[src/common/pipe_pkg.sv]
package pipe_pkg;

	// one machine word, used for register and memory values
	typedef logic [31:0] word_t;

	// register file index, x0 to x31
	typedef logic [4:0] reg_idx_t;

	// already-decoded opcode as handed over by the environment
	typedef logic [6:0] opcode_t;

	// select codes for the ALU operand and store data muxes
	typedef logic [1:0] fwd_a_t;
	typedef logic [2:0] fwd_b_t;
	typedef logic [1:0] fwd_st_t;

	// register-register forms
	localparam opcode_t add    = 7'h01;
	localparam opcode_t sub    = 7'h02;
	localparam opcode_t and_op = 7'h03;
	localparam opcode_t or_op  = 7'h04;
	localparam opcode_t xor_op = 7'h05;
	localparam opcode_t slt    = 7'h06;

	// shifts take their amount from the immediate
	localparam opcode_t sll    = 7'h08;
	localparam opcode_t srl    = 7'h09;

	// immediate forms
	localparam opcode_t addi   = 7'h10;
	localparam opcode_t andi   = 7'h11;
	localparam opcode_t ori    = 7'h12;
	localparam opcode_t xori   = 7'h13;
	localparam opcode_t slti   = 7'h14;

	// memory access, address is rs1 plus immediate
	localparam opcode_t lw     = 7'h20;
	localparam opcode_t sw     = 7'h21;

	// jump and link, rd gets pc plus one
	localparam opcode_t jal    = 7'h30;

	// first operand sources
	localparam fwd_a_t fwd_a_pc     = 2'b00;
	localparam fwd_a_t fwd_a_ex_mem = 2'b01;
	localparam fwd_a_t fwd_a_mem_wb = 2'b10;
	localparam fwd_a_t fwd_a_reg    = 2'b11;

	// second operand sources
	localparam fwd_b_t fwd_b_imm    = 3'b000;
	localparam fwd_b_t fwd_b_one    = 3'b001;
	localparam fwd_b_t fwd_b_ex_mem = 3'b010;
	localparam fwd_b_t fwd_b_mem_wb = 3'b011;
	localparam fwd_b_t fwd_b_reg    = 3'b100;

	// store data sources, taken on rs2
	localparam fwd_st_t fwd_st_reg    = 2'b00;
	localparam fwd_st_t fwd_st_ex_mem = 2'b01;
	localparam fwd_st_t fwd_st_mem_wb = 2'b10;

endpackage

[src/common/stage_if.sv]
interface stage_if;

	// instruction present in this stage
	logic valid;

	// instruction writes rd
	logic wr;

	// destination register
	pipe_pkg::reg_idx_t rd;

	// ALU result, or load data once past the memory stage
	pipe_pkg::word_t result;

	// rs2 value to be stored, already forwarded
	pipe_pkg::word_t store_data;

	// stage that fills the register
	modport producer (output valid, wr, rd, result, store_data);

	// next stage reading the register
	modport consumer (input valid, wr, rd, result, store_data);

	// forwarding unit only compares destinations
	modport hazard (input valid, wr, rd);

endinterface

[src/logic/exec_pipe_top.sv]
module exec_pipe_top #(
	parameter int dmem_addr_bits = 4
) (
	input  logic               clk,
	input  logic               arst_n,
	input  logic               issue_valid,
	input  pipe_pkg::opcode_t  issue_opcode,
	input  pipe_pkg::reg_idx_t issue_rs1,
	input  pipe_pkg::reg_idx_t issue_rs2,
	input  pipe_pkg::reg_idx_t issue_rd,
	input  pipe_pkg::word_t    issue_imm,
	input  pipe_pkg::word_t    issue_pc,
	output logic               wb_valid,
	output pipe_pkg::reg_idx_t wb_rd,
	output pipe_pkg::word_t    wb_data
);

	// register file read and write ports
	pipe_pkg::reg_idx_t rs1_addr;
	pipe_pkg::reg_idx_t rs2_addr;
	pipe_pkg::word_t    rs1_data;
	pipe_pkg::word_t    rs2_data;
	logic               rf_we;
	pipe_pkg::reg_idx_t rf_wr_addr;
	pipe_pkg::word_t    rf_wr_data;

	// ID/EX fields
	logic               id_ex_valid;
	pipe_pkg::opcode_t  id_ex_opcode;
	pipe_pkg::reg_idx_t id_ex_rs1;
	pipe_pkg::reg_idx_t id_ex_rs2;
	pipe_pkg::reg_idx_t id_ex_rd;
	logic               id_ex_wr;
	pipe_pkg::word_t    id_ex_rs1_data;
	pipe_pkg::word_t    id_ex_rs2_data;
	pipe_pkg::word_t    id_ex_imm;
	pipe_pkg::word_t    id_ex_pc;

	// forwarding selects and values
	pipe_pkg::fwd_a_t   forward_a;
	pipe_pkg::fwd_b_t   forward_b;
	pipe_pkg::fwd_st_t  store_fwd;
	pipe_pkg::word_t    mem_fwd_data;
	logic               ex_mem_is_load;

	stage_if ex_mem ();
	stage_if mem_wb ();

	register_file register_file_i (
		.clk, .arst_n, .rs1_addr, .rs2_addr, .rs1_data, .rs2_data,
		.we(rf_we), .wr_addr(rf_wr_addr), .wr_data(rf_wr_data)
	);

	issue_stage issue_stage_i (
		.clk, .arst_n, .issue_valid, .issue_opcode, .issue_rs1, .issue_rs2, .issue_rd,
		.issue_imm, .issue_pc, .rs1_addr, .rs2_addr, .rs1_data, .rs2_data,
		.id_ex_valid, .id_ex_opcode, .id_ex_rs1, .id_ex_rs2, .id_ex_rd, .id_ex_wr,
		.id_ex_rs1_data, .id_ex_rs2_data, .id_ex_imm, .id_ex_pc
	);

	forward_unit forward_unit_i (
		.id_ex_valid, .id_ex_opcode, .id_ex_rs1, .id_ex_rs2,
		.ex_mem(ex_mem), .mem_wb(mem_wb), .forward_a, .forward_b, .store_fwd
	);

	// MEM/WB result is the distance-two forward source
	execute_stage execute_stage_i (
		.clk, .arst_n, .id_ex_valid, .id_ex_opcode, .id_ex_rd, .id_ex_wr,
		.id_ex_rs1_data, .id_ex_rs2_data, .id_ex_imm, .id_ex_pc,
		.forward_a, .forward_b, .store_fwd, .mem_fwd_data,
		.mem_wb_result(mem_wb.result), .ex_mem(ex_mem), .ex_mem_is_load
	);

	memory_stage #(
		.dmem_addr_bits(dmem_addr_bits)
	) memory_stage_i (
		.clk, .arst_n, .ex_mem(ex_mem), .ex_mem_is_load, .mem_fwd_data, .mem_wb(mem_wb),
		.we(rf_we), .wr_addr(rf_wr_addr), .wr_data(rf_wr_data), .wb_valid, .wb_rd, .wb_data
	);

endmodule

[src/logic/execute_stage.sv]
module execute_stage (
	input  logic               clk,
	input  logic               arst_n,
	input  logic               id_ex_valid,
	input  pipe_pkg::opcode_t  id_ex_opcode,
	input  pipe_pkg::reg_idx_t id_ex_rd,
	input  logic               id_ex_wr,
	input  pipe_pkg::word_t    id_ex_rs1_data,
	input  pipe_pkg::word_t    id_ex_rs2_data,
	input  pipe_pkg::word_t    id_ex_imm,
	input  pipe_pkg::word_t    id_ex_pc,
	input  pipe_pkg::fwd_a_t   forward_a,
	input  pipe_pkg::fwd_b_t   forward_b,
	input  pipe_pkg::fwd_st_t  store_fwd,
	input  pipe_pkg::word_t    mem_fwd_data,
	input  pipe_pkg::word_t    mem_wb_result,
	stage_if.producer          ex_mem,
	output logic               ex_mem_is_load
);

	pipe_pkg::word_t op_a;
	pipe_pkg::word_t op_b;
	pipe_pkg::word_t store_val;
	pipe_pkg::word_t alu_out;

	// operand a mux, EX/MEM value already has load data folded in
	always_comb begin
		case (forward_a)
			pipe_pkg::fwd_a_pc:     op_a = id_ex_pc;
			pipe_pkg::fwd_a_ex_mem: op_a = mem_fwd_data;
			pipe_pkg::fwd_a_mem_wb: op_a = mem_wb_result;
			default:                op_a = id_ex_rs1_data;
		endcase
	end

	// operand b mux
	always_comb begin
		case (forward_b)
			pipe_pkg::fwd_b_imm:    op_b = id_ex_imm;
			pipe_pkg::fwd_b_one:    op_b = 32'd1;
			pipe_pkg::fwd_b_ex_mem: op_b = mem_fwd_data;
			pipe_pkg::fwd_b_mem_wb: op_b = mem_wb_result;
			pipe_pkg::fwd_b_reg:    op_b = id_ex_rs2_data;
			default:                op_b = '0;
		endcase
	end

	// store data gets the same forwarding as rs2
	always_comb begin
		case (store_fwd)
			pipe_pkg::fwd_st_ex_mem: store_val = mem_fwd_data;
			pipe_pkg::fwd_st_mem_wb: store_val = mem_wb_result;
			default:                 store_val = id_ex_rs2_data;
		endcase
	end

	always_comb begin
		case (id_ex_opcode)
			// address calc and pc plus one reuse the adder
			pipe_pkg::add, pipe_pkg::addi, pipe_pkg::lw, pipe_pkg::sw, pipe_pkg::jal:
				alu_out = op_a + op_b;
			pipe_pkg::sub:                  alu_out = op_a - op_b;
			pipe_pkg::and_op, pipe_pkg::andi: alu_out = op_a & op_b;
			pipe_pkg::or_op, pipe_pkg::ori:   alu_out = op_a | op_b;
			pipe_pkg::xor_op, pipe_pkg::xori: alu_out = op_a ^ op_b;
			pipe_pkg::slt, pipe_pkg::slti:
				alu_out = ($signed(op_a) < $signed(op_b)) ? 32'd1 : 32'd0;
			// shift amount is the low five bits of the immediate
			pipe_pkg::sll:                  alu_out = op_a << op_b[4:0];
			pipe_pkg::srl:                  alu_out = op_a >> op_b[4:0];
			default:                        alu_out = '0;
		endcase
	end

	// EX/MEM control
	always_ff @(posedge clk or negedge arst_n) begin
		if (!arst_n) begin
			ex_mem.valid   <= 1'b0;
			ex_mem.wr      <= 1'b0;
			ex_mem_is_load <= 1'b0;
		end else begin
			ex_mem.valid   <= id_ex_valid;
			ex_mem.wr      <= id_ex_valid && id_ex_wr;
			ex_mem_is_load <= id_ex_valid && (id_ex_opcode == pipe_pkg::lw);
		end
	end

	// EX/MEM payload
	always_ff @(posedge clk) begin
		ex_mem.rd         <= id_ex_rd;
		ex_mem.result     <= alu_out;
		ex_mem.store_data <= store_val;
	end

endmodule

[src/logic/forward_unit.sv]
module forward_unit (
	input  logic               id_ex_valid,
	input  pipe_pkg::opcode_t  id_ex_opcode,
	input  pipe_pkg::reg_idx_t id_ex_rs1,
	input  pipe_pkg::reg_idx_t id_ex_rs2,
	stage_if.hazard            ex_mem,
	stage_if.hazard            mem_wb,
	output pipe_pkg::fwd_a_t   forward_a,
	output pipe_pkg::fwd_b_t   forward_b,
	output pipe_pkg::fwd_st_t  store_fwd
);

	logic ex_hit_rs1;
	logic ex_hit_rs2;
	logic wb_hit_rs1;
	logic wb_hit_rs2;
	logic imm_form;

	// a stage only counts when it holds a real instruction writing a nonzero rd
	assign ex_hit_rs1 = ex_mem.valid && ex_mem.wr && (ex_mem.rd != '0) && (ex_mem.rd == id_ex_rs1);
	assign ex_hit_rs2 = ex_mem.valid && ex_mem.wr && (ex_mem.rd != '0) && (ex_mem.rd == id_ex_rs2);
	assign wb_hit_rs1 = mem_wb.valid && mem_wb.wr && (mem_wb.rd != '0) && (mem_wb.rd == id_ex_rs1);
	assign wb_hit_rs2 = mem_wb.valid && mem_wb.wr && (mem_wb.rd != '0) && (mem_wb.rd == id_ex_rs2);

	// immediate forms, shifts and memory ops all take the immediate as operand b
	assign imm_form = (id_ex_opcode == pipe_pkg::addi) || (id_ex_opcode == pipe_pkg::andi) ||
	                  (id_ex_opcode == pipe_pkg::ori)  || (id_ex_opcode == pipe_pkg::xori) ||
	                  (id_ex_opcode == pipe_pkg::slti) || (id_ex_opcode == pipe_pkg::sll)  ||
	                  (id_ex_opcode == pipe_pkg::srl)  || (id_ex_opcode == pipe_pkg::lw)   ||
	                  (id_ex_opcode == pipe_pkg::sw);

	always_comb begin
		// operand a, jal adds to its own pc
		if (id_ex_opcode == pipe_pkg::jal)
			forward_a = pipe_pkg::fwd_a_pc;
		else if (ex_hit_rs1)
			forward_a = pipe_pkg::fwd_a_ex_mem;
		else if (wb_hit_rs1)
			forward_a = pipe_pkg::fwd_a_mem_wb;
		else
			forward_a = pipe_pkg::fwd_a_reg;

		// operand b, fixed sources first
		if (imm_form)
			forward_b = pipe_pkg::fwd_b_imm;
		else if (id_ex_opcode == pipe_pkg::jal)
			forward_b = pipe_pkg::fwd_b_one;
		else if (ex_hit_rs2)
			forward_b = pipe_pkg::fwd_b_ex_mem;
		else if (wb_hit_rs2)
			forward_b = pipe_pkg::fwd_b_mem_wb;
		else
			forward_b = pipe_pkg::fwd_b_reg;

		// store data follows rs2 regardless of opcode
		if (ex_hit_rs2)
			store_fwd = pipe_pkg::fwd_st_ex_mem;
		else if (wb_hit_rs2)
			store_fwd = pipe_pkg::fwd_st_mem_wb;
		else
			store_fwd = pipe_pkg::fwd_st_reg;
	end

endmodule

[src/logic/issue_stage.sv]
module issue_stage (
	input  logic               clk,
	input  logic               arst_n,
	input  logic               issue_valid,
	input  pipe_pkg::opcode_t  issue_opcode,
	input  pipe_pkg::reg_idx_t issue_rs1,
	input  pipe_pkg::reg_idx_t issue_rs2,
	input  pipe_pkg::reg_idx_t issue_rd,
	input  pipe_pkg::word_t    issue_imm,
	input  pipe_pkg::word_t    issue_pc,
	output pipe_pkg::reg_idx_t rs1_addr,
	output pipe_pkg::reg_idx_t rs2_addr,
	input  pipe_pkg::word_t    rs1_data,
	input  pipe_pkg::word_t    rs2_data,
	output logic               id_ex_valid,
	output pipe_pkg::opcode_t  id_ex_opcode,
	output pipe_pkg::reg_idx_t id_ex_rs1,
	output pipe_pkg::reg_idx_t id_ex_rs2,
	output pipe_pkg::reg_idx_t id_ex_rd,
	output logic               id_ex_wr,
	output pipe_pkg::word_t    id_ex_rs1_data,
	output pipe_pkg::word_t    id_ex_rs2_data,
	output pipe_pkg::word_t    id_ex_imm,
	output pipe_pkg::word_t    id_ex_pc
);

	logic writes_rd;

	// register file is read straight from the issued indices
	assign rs1_addr = issue_rs1;
	assign rs2_addr = issue_rs2;

	// sw is the only opcode without a destination
	assign writes_rd = (issue_opcode != pipe_pkg::sw);

	// control half of ID/EX
	always_ff @(posedge clk or negedge arst_n) begin
		if (!arst_n) begin
			id_ex_valid <= 1'b0;
			id_ex_wr    <= 1'b0;
		end else begin
			id_ex_valid <= issue_valid;
			id_ex_wr    <= issue_valid && writes_rd;
		end
	end

	// payload half, bubbles carry junk that valid masks off
	always_ff @(posedge clk) begin
		id_ex_opcode   <= issue_opcode;
		id_ex_rs1      <= issue_rs1;
		id_ex_rs2      <= issue_rs2;
		id_ex_rd       <= issue_rd;
		id_ex_rs1_data <= rs1_data;
		id_ex_rs2_data <= rs2_data;
		id_ex_imm      <= issue_imm;
		id_ex_pc       <= issue_pc;
	end

endmodule

[src/logic/memory_stage.sv]
module memory_stage #(
	parameter int dmem_addr_bits = 4
) (
	input  logic               clk,
	input  logic               arst_n,
	stage_if.consumer          ex_mem,
	input  logic               ex_mem_is_load,
	output pipe_pkg::word_t    mem_fwd_data,
	stage_if.producer          mem_wb,
	output logic               we,
	output pipe_pkg::reg_idx_t wr_addr,
	output pipe_pkg::word_t    wr_data,
	output logic               wb_valid,
	output pipe_pkg::reg_idx_t wb_rd,
	output pipe_pkg::word_t    wb_data
);

	// word addressed data memory
	pipe_pkg::word_t dmem [2**dmem_addr_bits];

	logic [dmem_addr_bits-1:0] dmem_addr;
	logic                      is_store;

	assign dmem_addr = ex_mem.result[dmem_addr_bits-1:0];

	// only sw leaves wr clear on a valid instruction
	assign is_store = ex_mem.valid && !ex_mem.wr;

	// store lands at the edge that ends the MEM cycle
	always_ff @(posedge clk or negedge arst_n) begin
		if (!arst_n) begin
			for (int i = 0; i < 2**dmem_addr_bits; i++) begin
				dmem[i] <= '0;
			end
		end else if (is_store) begin
			dmem[dmem_addr] <= ex_mem.store_data;
		end
	end

	// combinational read, so a load forwards from EX/MEM with no stall
	assign mem_fwd_data = ex_mem_is_load ? dmem[dmem_addr] : ex_mem.result;

	always_ff @(posedge clk or negedge arst_n) begin
		if (!arst_n) begin
			mem_wb.valid <= 1'b0;
			mem_wb.wr    <= 1'b0;
			wb_valid     <= 1'b0;
		end else begin
			mem_wb.valid <= ex_mem.valid;
			mem_wb.wr    <= ex_mem.wr;
			// writes to x0 never leave the pipeline
			wb_valid     <= ex_mem.valid && ex_mem.wr && (ex_mem.rd != '0);
		end
	end

	// MEM/WB payload
	always_ff @(posedge clk) begin
		mem_wb.rd         <= ex_mem.rd;
		mem_wb.result     <= mem_fwd_data;
		mem_wb.store_data <= ex_mem.store_data;
	end

	assign wb_rd   = mem_wb.rd;
	assign wb_data = mem_wb.result;

	// register file port mirrors the write-back port
	assign we      = wb_valid;
	assign wr_addr = wb_rd;
	assign wr_data = wb_data;

	a_addr_in_range: assert property (
		@(posedge clk) disable iff (!arst_n)
		(ex_mem_is_load || is_store) |-> ((ex_mem.result >> dmem_addr_bits) == '0)
	) else $error("data memory address out of range");

endmodule

[src/logic/register_file.sv]
module register_file (
	input  logic               clk,
	input  logic               arst_n,
	input  pipe_pkg::reg_idx_t rs1_addr,
	input  pipe_pkg::reg_idx_t rs2_addr,
	output pipe_pkg::word_t    rs1_data,
	output pipe_pkg::word_t    rs2_data,
	input  logic               we,
	input  pipe_pkg::reg_idx_t wr_addr,
	input  pipe_pkg::word_t    wr_data
);

	// entry 0 exists but is never written and never read
	pipe_pkg::word_t regs [32];

	logic hit_rs1;
	logic hit_rs2;

	// register file starts from all zeros
	always_ff @(posedge clk or negedge arst_n) begin
		if (!arst_n) begin
			for (int i = 0; i < 32; i++) begin
				regs[i] <= '0;
			end
		end else if (we && (wr_addr != '0)) begin
			regs[wr_addr] <= wr_data;
		end
	end

	// write-through, an instruction issued in the write cycle sees the new value
	assign hit_rs1 = we && (wr_addr != '0) && (wr_addr == rs1_addr);
	assign hit_rs2 = we && (wr_addr != '0) && (wr_addr == rs2_addr);

	// x0 reads zero whatever the array holds
	assign rs1_data = (rs1_addr == '0) ? '0 :
	                  hit_rs1          ? wr_data : regs[rs1_addr];
	assign rs2_data = (rs2_addr == '0) ? '0 :
	                  hit_rs2          ? wr_data : regs[rs2_addr];

	// the memory stage drops writes to x0 before they get here
	a_no_x0_write: assert property (
		@(posedge clk) disable iff (!arst_n)
		we |-> (wr_addr != '0)
	) else $error("register file write to x0");

endmodule

[config.mk]
export PLATFORM = sky130hd
export DESIGN_NAME = exec_pipe_top
export DESIGN_NICKNAME = d
export VERILOG_FILES = /design/src/common/pipe_pkg.sv /design/src/common/stage_if.sv /design/src/logic/exec_pipe_top.sv /design/src/logic/execute_stage.sv /design/src/logic/forward_unit.sv /design/src/logic/issue_stage.sv /design/src/logic/memory_stage.sv /design/src/logic/register_file.sv
export SDC_FILE = /design/constraint.sdc
export NUM_CORES = 2
export LEC_CHECK = 0
export BUFFER_PORTS_ARGS = -buffer_cell sky130_fd_sc_hd__clkbuf_2
export CAP_MARGIN = 20
export CELL_PAD_IN_SITES_DETAIL_PLACEMENT = 0
export CELL_PAD_IN_SITES_GLOBAL_PLACEMENT = 2
export CORE_MARGIN = 3
export CORE_UTILIZATION = 45
export DETAILED_ROUTE_END_ITERATION = 16
export GPL_TIMING_DRIVEN = 0
export PLACE_DENSITY_LB_ADDON = 0.05
export SLEW_MARGIN = 40
export SYNTH_ARGS = -nofsm -noshare
export SYNTH_HDL_FRONTEND = slang
export SYNTH_SLANG_ARGS = --single-unit
[constraint.sdc]
create_clock -name clk -period 7.6 [get_ports clk]
set_input_delay 1.52 -clock clk [delete_from_list [all_inputs] [get_ports clk]]
set_output_delay 1.52 -clock clk [all_outputs]
set_load 0.03 [all_outputs]
# ---- Word-level counts from Yosys, hierarchy flattened
# Cells that the tools add are included.
dict set report totals {
  output_inout_bits 38
  regBits 1800
}
dict set report op_classes {
  order_cmp 7
  n_mux 32
  reduce_logical 37
  n_addsub 2
  bitwise_logic 7
  shift 2
  eq_ne 31
}
# operator count
set op_table {}
lappend op_table {{$bwmux W1024} 1}
lappend op_table {{$bwmux W512} 1}
lappend op_table {{$mux W32} 11}
lappend op_table {{$bmux W32 S5} 2}
lappend op_table {{$pmux W32 S8} 1}
lappend op_table {{$demux W32 S5} 1}
lappend op_table {{$pmux W32 S5} 1}
lappend op_table {{$bmux W32 S4} 1}
lappend op_table {{$demux W32 S4} 1}
lappend op_table {{$pmux W32 S3} 1}
lappend op_table {{$pmux W32 S2} 1}
lappend op_table {{$eq A7 B5 Y1 const B} 5}
lappend op_table {{$add A32 B32 Y32} 1}
lappend op_table {{$and A32 B32 Y32} 1}
lappend op_table {{$lt A32 B32 Y1} 1}
lappend op_table {{$or A32 B32 Y32} 1}
lappend op_table {{$shl A32 B5 Y32} 1}
lappend op_table {{$shr A32 B5 Y32} 1}
lappend op_table {{$sub A32 B32 Y32} 1}
lappend op_table {{$xor A32 B32 Y32} 1}
lappend op_table {{$eq A5 B5 Y1} 6}
lappend op_table {{$eq A7 B3 Y1 const B} 3}
lappend op_table {{$eq A7 B6 Y1 const B} 3}
lappend op_table {{$ge A6 B6 Y1 const B} 3}
lappend op_table {{26 further kinds} 68}

# ---- Depth between registers and ports, before layout
dict set report logic_depth {
  ltp_word 15
  ltp_mapped 24
  mapped_depth_nobuf 19
}

# ---- Modules after synthesis
# Synthesis repeated with hierarchy kept, for this count alone.
dict set report unflattened {
  cells_unflattened 7292
  area_unflattened_um2 96765.3
}
# module n_inst area_each_um2 seq_area_each_um2 cells_per_inst
set modules_own_cells {}
lappend modules_own_cells {register_file 1 55989.9 25624.6 3820}
lappend modules_own_cells {memory_stage 1 25617.1 14268.7 1718}
lappend modules_own_cells {execute_stage 1 11581.1 1456.4 1529}
lappend modules_own_cells {issue_stage 1 3158.0 3052.9 165}
lappend modules_own_cells {forward_unit 1 419.2 0.0 60}

# ---- Worst setup path after synthesis
# No wires, ideal clock.
dict set report synth_timing {
  kind {reg-to-reg}
  start {register memory_stage_i.mem_wb.rd[2]}
  end {register execute_stage_i.ex_mem.result[28]}
  t_arrival_ns 5.336
  synth_period_minus_slack_ns 5.470
  path_slack_ns 2.130
  n_path_buf 3
  required_ns 7.466
  stages_incl_launch_ff 21
  path_cell_list {dfxtp_1 nor3_1 a211oi_1 nand2_1 buf_2 buf_1 mux2i_1 o21ai_0 a22oi_1 ha_1 clkbuf_1 inv_1 a221o_1 o31ai_1 nor3_1 o21ai_0 a21oi_1 o31ai_1 o22a_1 a21oi_1 or4_1}
}
dict set report synth_via {
  elab_chain_cells 11
  word_cells_on_any_way 31
  classes_between {add/sub: 2; eq/ne: 8; shift: 2; mux: 10; bitwise: 3; reduce/logical: 6}
}
# item line_no
set synth_lines {}
lappend synth_lines {{start, declared} stage_if.sv:19} ;# modport producer (output valid, wr, rd, result, store_data);
lappend synth_lines {{$reduce_bool A5 Y1} {forward_unit.sv:22, forward_unit.sv:23}}
lappend synth_lines {{$logic_and A1 B1 Y1} {forward_unit.sv:22, forward_unit.sv:23}}
lappend synth_lines {{$logic_and A1 B1 Y1} forward_unit.sv:23} ;# assign wb_hit_rs2 = mem_wb.valid && mem_wb.wr && (mem_wb.rd != '0) && (mem_wb.rd == id_ex_rs2);
lappend synth_lines {{$mux W3} forward_unit.sv:50} ;# else if (wb_hit_rs2)
lappend synth_lines {{$mux W3} forward_unit.sv:48} ;# else if (ex_hit_rs2)
lappend synth_lines {{$mux W3} forward_unit.sv:46} ;# else if (id_ex_opcode == pipe_pkg::jal)
lappend synth_lines {{$mux W3} forward_unit.sv:44} ;# if (imm_form)
lappend synth_lines {{$eq A3 B3 Y1 (tied with other cells)} execute_stage.sv:38} ;# case (forward_b)
lappend synth_lines {{$pmux W32 S5} execute_stage.sv:38}
lappend synth_lines {{$sub A32 B32 Y32 (tied with other cells)} execute_stage.sv:62} ;# pipe_pkg::sub: alu_out = op_a - op_b;
lappend synth_lines {{$pmux W32 S8 (*)} execute_stage.sv:58} ;# case (id_ex_opcode)
lappend synth_lines {{end signal, assigned} execute_stage.sv:91} ;# ex_mem.result <= alu_out;
lappend synth_lines {{end, declared} stage_if.sv:19}
# Every way passes the cells marked *; elsewhere a longest branch is shown, timed or not.
# A chain may end at the register's enable or synchronous reset.

# ---- Worst setup path after layout
dict set report layout_timing {
  start {register memory_stage_i.mem_wb.rd[3]}
  end {register execute_stage_i.ex_mem.result[18]}
}
# Same word-level chain as after synthesis.

==> run_results.csv <==
group,metric,value,unit
logic_synthesis,syn_inst,7057,
setup_path,cp_top_family,"compound AO/OA/AOI/OAI gates",
timing,tightest_slew,0.981,ns
routing,wl_per_cell,40.3,µm
die,std_cell_rows,166,
timing,finalCriticalPeriod,7.49,ns
die,chipHeight,463,µm
finish,final_common_cell,"mux2_2",
logic_synthesis,syn_area,93800,µm²
worst_hold_path,holdCritPathClass,"reg2reg",
setup_path,end_kind,"register",
die,num_io_pins,127,
finish,multi_input_area,47500,µm²
routing,drc_errors,0,
timing,period_share,0.985,
clock_network,h-tree-depth,4,
setup_path,arrival,8.16,ns
placement,dp.cells,10085,
timing,hold_viol_final,0,
pwr,p_leak,49.6,nW
logic_synthesis,yosysWarnings,0,
logic_synthesis,ys_seq_area_frac,0.466,
finish,stdcell_count,10469,
logic_synthesis,syn_avg_cell_area,13.3,µm²
timing,fmax,134,MHz
die,core_area,206000,µm²
finish,nFillCells,17979,
die,die-area,214000,µm²
setup_path,worst_setup_path_start_kind,"register",
setup_path,criticalPathCategory,"reg2reg",
finish,regArea,43800,µm²
timing,clock_skew,0.0488,ns
routing,wirelength,422,mm
global_routing,overflow,0,
finish,area.growth.synth_to_final,15.1,%
clock_network,clk-insertion-delay-late,0.87,ns
finish,final_cell_mix,"mux2_2, dfrtp_1, mux4_2, mux2i_1, clkbuf_2",
die,die_w,463,µm
die,initial_core_util,0.455,
global_routing,antenna_found_initial,17,
finish,nets,7709,
clock_network,cts_buffer_depth,3,
global_routing,grt_start_max_net_pins,70,
logic_synthesis,synth-main-ff-cell,"dfrtp_1",
routing,via_count,68595,
global_routing,grt_pass1_wl,578,mm
setup_path,critical_path_required,8.27,ns
finish,finalInstanceArea,108000,µm²
clock_network,cts_hold_buf,0,
routing,drt_iter0_markers,7420,
global_routing,track_usage,0.389,
logic_synthesis,async_reset_ff_frac,0.858,
timing,slew_headroom,0.337,
timing,finalSetupViolCount,0,
clock_network,clk_pin_slew,0.06,ns
setup_path,path_buf_inv,4,
clock_network,cts_inserted_buffers,198,
setup_path,worstPathCellList,"buf_1, xor2_1, a211o_1, clkbuf_1, clkbuf_2, nor3_1, o21ai_1, o22ai_2, inv_1, ha_2, fa_1, nor2b_1, o21ai_0, and4b_1, nor3_1, o21ai_0, a21oi_1, o21bai_1, a32o_1, o32a_1, or4_1",
global_routing,grt_pass1_vias,69573,
routing,firstDrtPassIters,8,
clock_network,clock_sinks,1800,
logic_synthesis,syn_nets,7245,
setup_path,crit_fanout,10,
logic_synthesis,ys_ff_latch,1800,
timing,rsz0062_at_grt,"false",
logic_synthesis,synth_edf_count,0,
job,max_cap_viol_count,0,
placement,place_area,101000,µm²
routing,ant_nets,0,
placement,hpwl,312,mm
pwr,power_per_cell_area,211,nW/µm²
setup_path,slowest_stage,"or4_1",
logic_synthesis,ys_types,87,
routing,viasPerCell,6.55,
outcome,outcome,"complete, no violations",
finish,drive_above_1_share,0.418,
clock_network,cts_root_buf,"clkbuf_16",
pwr,max-vdd-ir-drop,0.262,mV
timing,final_max_slew_viol_count,0,
clock_network,cts_tree,"yes",
placement,port_buffers,126,
setup_path,slowest_delay,0.65,ns
placement,gp_congestion,0.962,
pwr,finalPower,22.7,mW
==> report_power, final <==
group	switching (mW)	internal (mW)	leakage, nW
combinational	1.85	0.906	22.7
clock	4.24	5.63	3.25
sequential	0.300	9.82	23.6
total	6.39	16.3	49.6
==> path summary, 6_finish.rpt <==
kind / start / to / slack [ns] / cells past startpoint
setup / recovery: memory_stage_i.mem_wb.rd[3] / execute_stage_i.ex_mem.result[18] / 0.11 / 21
hold reg to reg: issue_stage_i.id_ex_rd[4] / execute_stage_i.ex_mem.rd[4] / 0.33 / 0
setup reg to reg: memory_stage_i.mem_wb.rd[3] / execute_stage_i.ex_mem.result[18] / 0.11 / 21
min in group asynchronous: arst_n / memory_stage_i.dmem[480] / 0.67 / 2
hold / removal: issue_stage_i.id_ex_rd[4] / execute_stage_i.ex_mem.rd[4] / 0.33 / 0
max in group asynchronous: arst_n / register_file_i.regs[943] / 4.79 / 7
==> state kept, by name, summed over array words and instances, names as in the netlist, 5 cells and up <==
signal / flops
execute_stage_i.ex_mem.rd: 5
execute_stage_i.ex_mem.result: 32
execute_stage_i.ex_mem.store_data: 32
issue_stage_i.id_ex_imm: 32
issue_stage_i.id_ex_opcode: 7
issue_stage_i.id_ex_pc: 32
issue_stage_i.id_ex_rd: 5
issue_stage_i.id_ex_rs1: 5
issue_stage_i.id_ex_rs1_data: 32
issue_stage_i.id_ex_rs2: 5
issue_stage_i.id_ex_rs2_data: 32
memory_stage_i.dmem: 512
memory_stage_i.mem_wb.rd: 5
memory_stage_i.mem_wb.result: 32
register_file_i.regs: 1024
==> per-layer routing <==
layer  part of all wire  vias up  global-route usage
met5           0.000092        -                   0
met4              0.090        6               0.286
met3              0.077     1006              0.0870
met2               0.45     3322               0.598
met1               0.38    36512               0.483
li1                   -    27749                   -
==> worst register-to-register path, delay by kind of cell, from the launching register on <==
kind / cells / cell delay (ns)
buf+inv: 4 / 1.57
xor+xnor: 1 / 0.20
compound gates: 9 / 2.70
flops: 1 / 0.56
simple gates: 5 / 1.71
fa+ha+maj: 2 / 0.58
==> logic make-up after synthesis <==
group,share of synthesized area
AOI/OAI and AO/OA,0.0729
xor gates and xnor gates,0.00383
and+or+nand+nor,0.0393
buffers and inverters,0.0335
adders and majority gates,0.0134
muxes,0.371
DFF,0.466
==> repair_timing <==
item                                    4_1_cts  5_1_grt
resized for setup                             7       20
buffers inserted                              4        4
endpoints found under the setup margin       25       10
pin swaps                                     2        2
==> cell type report <==
| cell class | instances | area share |
|---|---|---|
| Clock inverter | 79 | 0.00770 |
| Sequential cell | 1800 | 0.405 |
| Inverter | 105 | 0.00366 |
| Buffer | 689 | 0.0295 |
| Clock buffer | 289 | 0.0535 |
| Antenna cell | 8 | 0.000185 |
| Timing Repair Buffer | 265 | 0.0285 |
| Multi-Input combinational cell | 4462 | 0.440 |
| Tap cell | 2772 | 0.0321 |
==> stage by stage <==
step | hold slack [ns] | utilization | setup slack [ns] | setup TNS [ns]
after global placement | 0.320 | 0.475 | -34.81 | -
after floorplan | 0.310 | - | 2.13 | 0
after detailed placement | 0.319 | 0.491 | -0.688 | -7.71
after global routing | 0.335 | 0.524 | 0.0123 | 0
after CTS | 0.334 | 0.524 | 0.00429 | 0
final | 0.332 | 0.524 | 0.110 | 0
==> cells in the mapped netlist (10+ instances only) <==
master,instances,share of area
mux2_2,1571,0.19
dfrtp_1,1544,0.41
mux4_2,555,0.13
mux2i_1,460,0.049
clkbuf_1,445,0.018
dfxtp_1,256,0.055
nor2_1,247,0.0099
nand2_1,193,0.0077
buf_1,175,0.0070
o21ai_0,143,0.0076
o22ai_1,140,0.0093
a21oi_1,110,0.0059
inv_1,101,0.0040
ha_1,97,0.013
a211oi_1,94,0.0075
nor3_1,85,0.0045
a22oi_1,72,0.0058
o22a_1,59,0.0055
buf_2,56,0.0030
a221oi_1,54,0.0050
o211ai_1,49,0.0039
nor2b_1,48,0.0032
nand3_1,42,0.0022
nand2b_1,39,0.0026
a221o_1,37,0.0039
o221ai_1,37,0.0035
a41oi_1,27,0.0025
xor2_1,22,0.0021
a31oi_1,20,0.0013
xnor2_1,19,0.0018
or3_1,16,0.0011
and2_1,14,0.00093
nor4_1,13,0.00087
nand4_1,12,0.00080
nor3b_1,11,0.00088
o31ai_1,11,0.00088
or2_2,11,0.00073
a21o_1,10,0.00080
o21a_1,10,0.00080
o21bai_1,10,0.00080
Note: power is estimated with default switching activity, not from simulation.
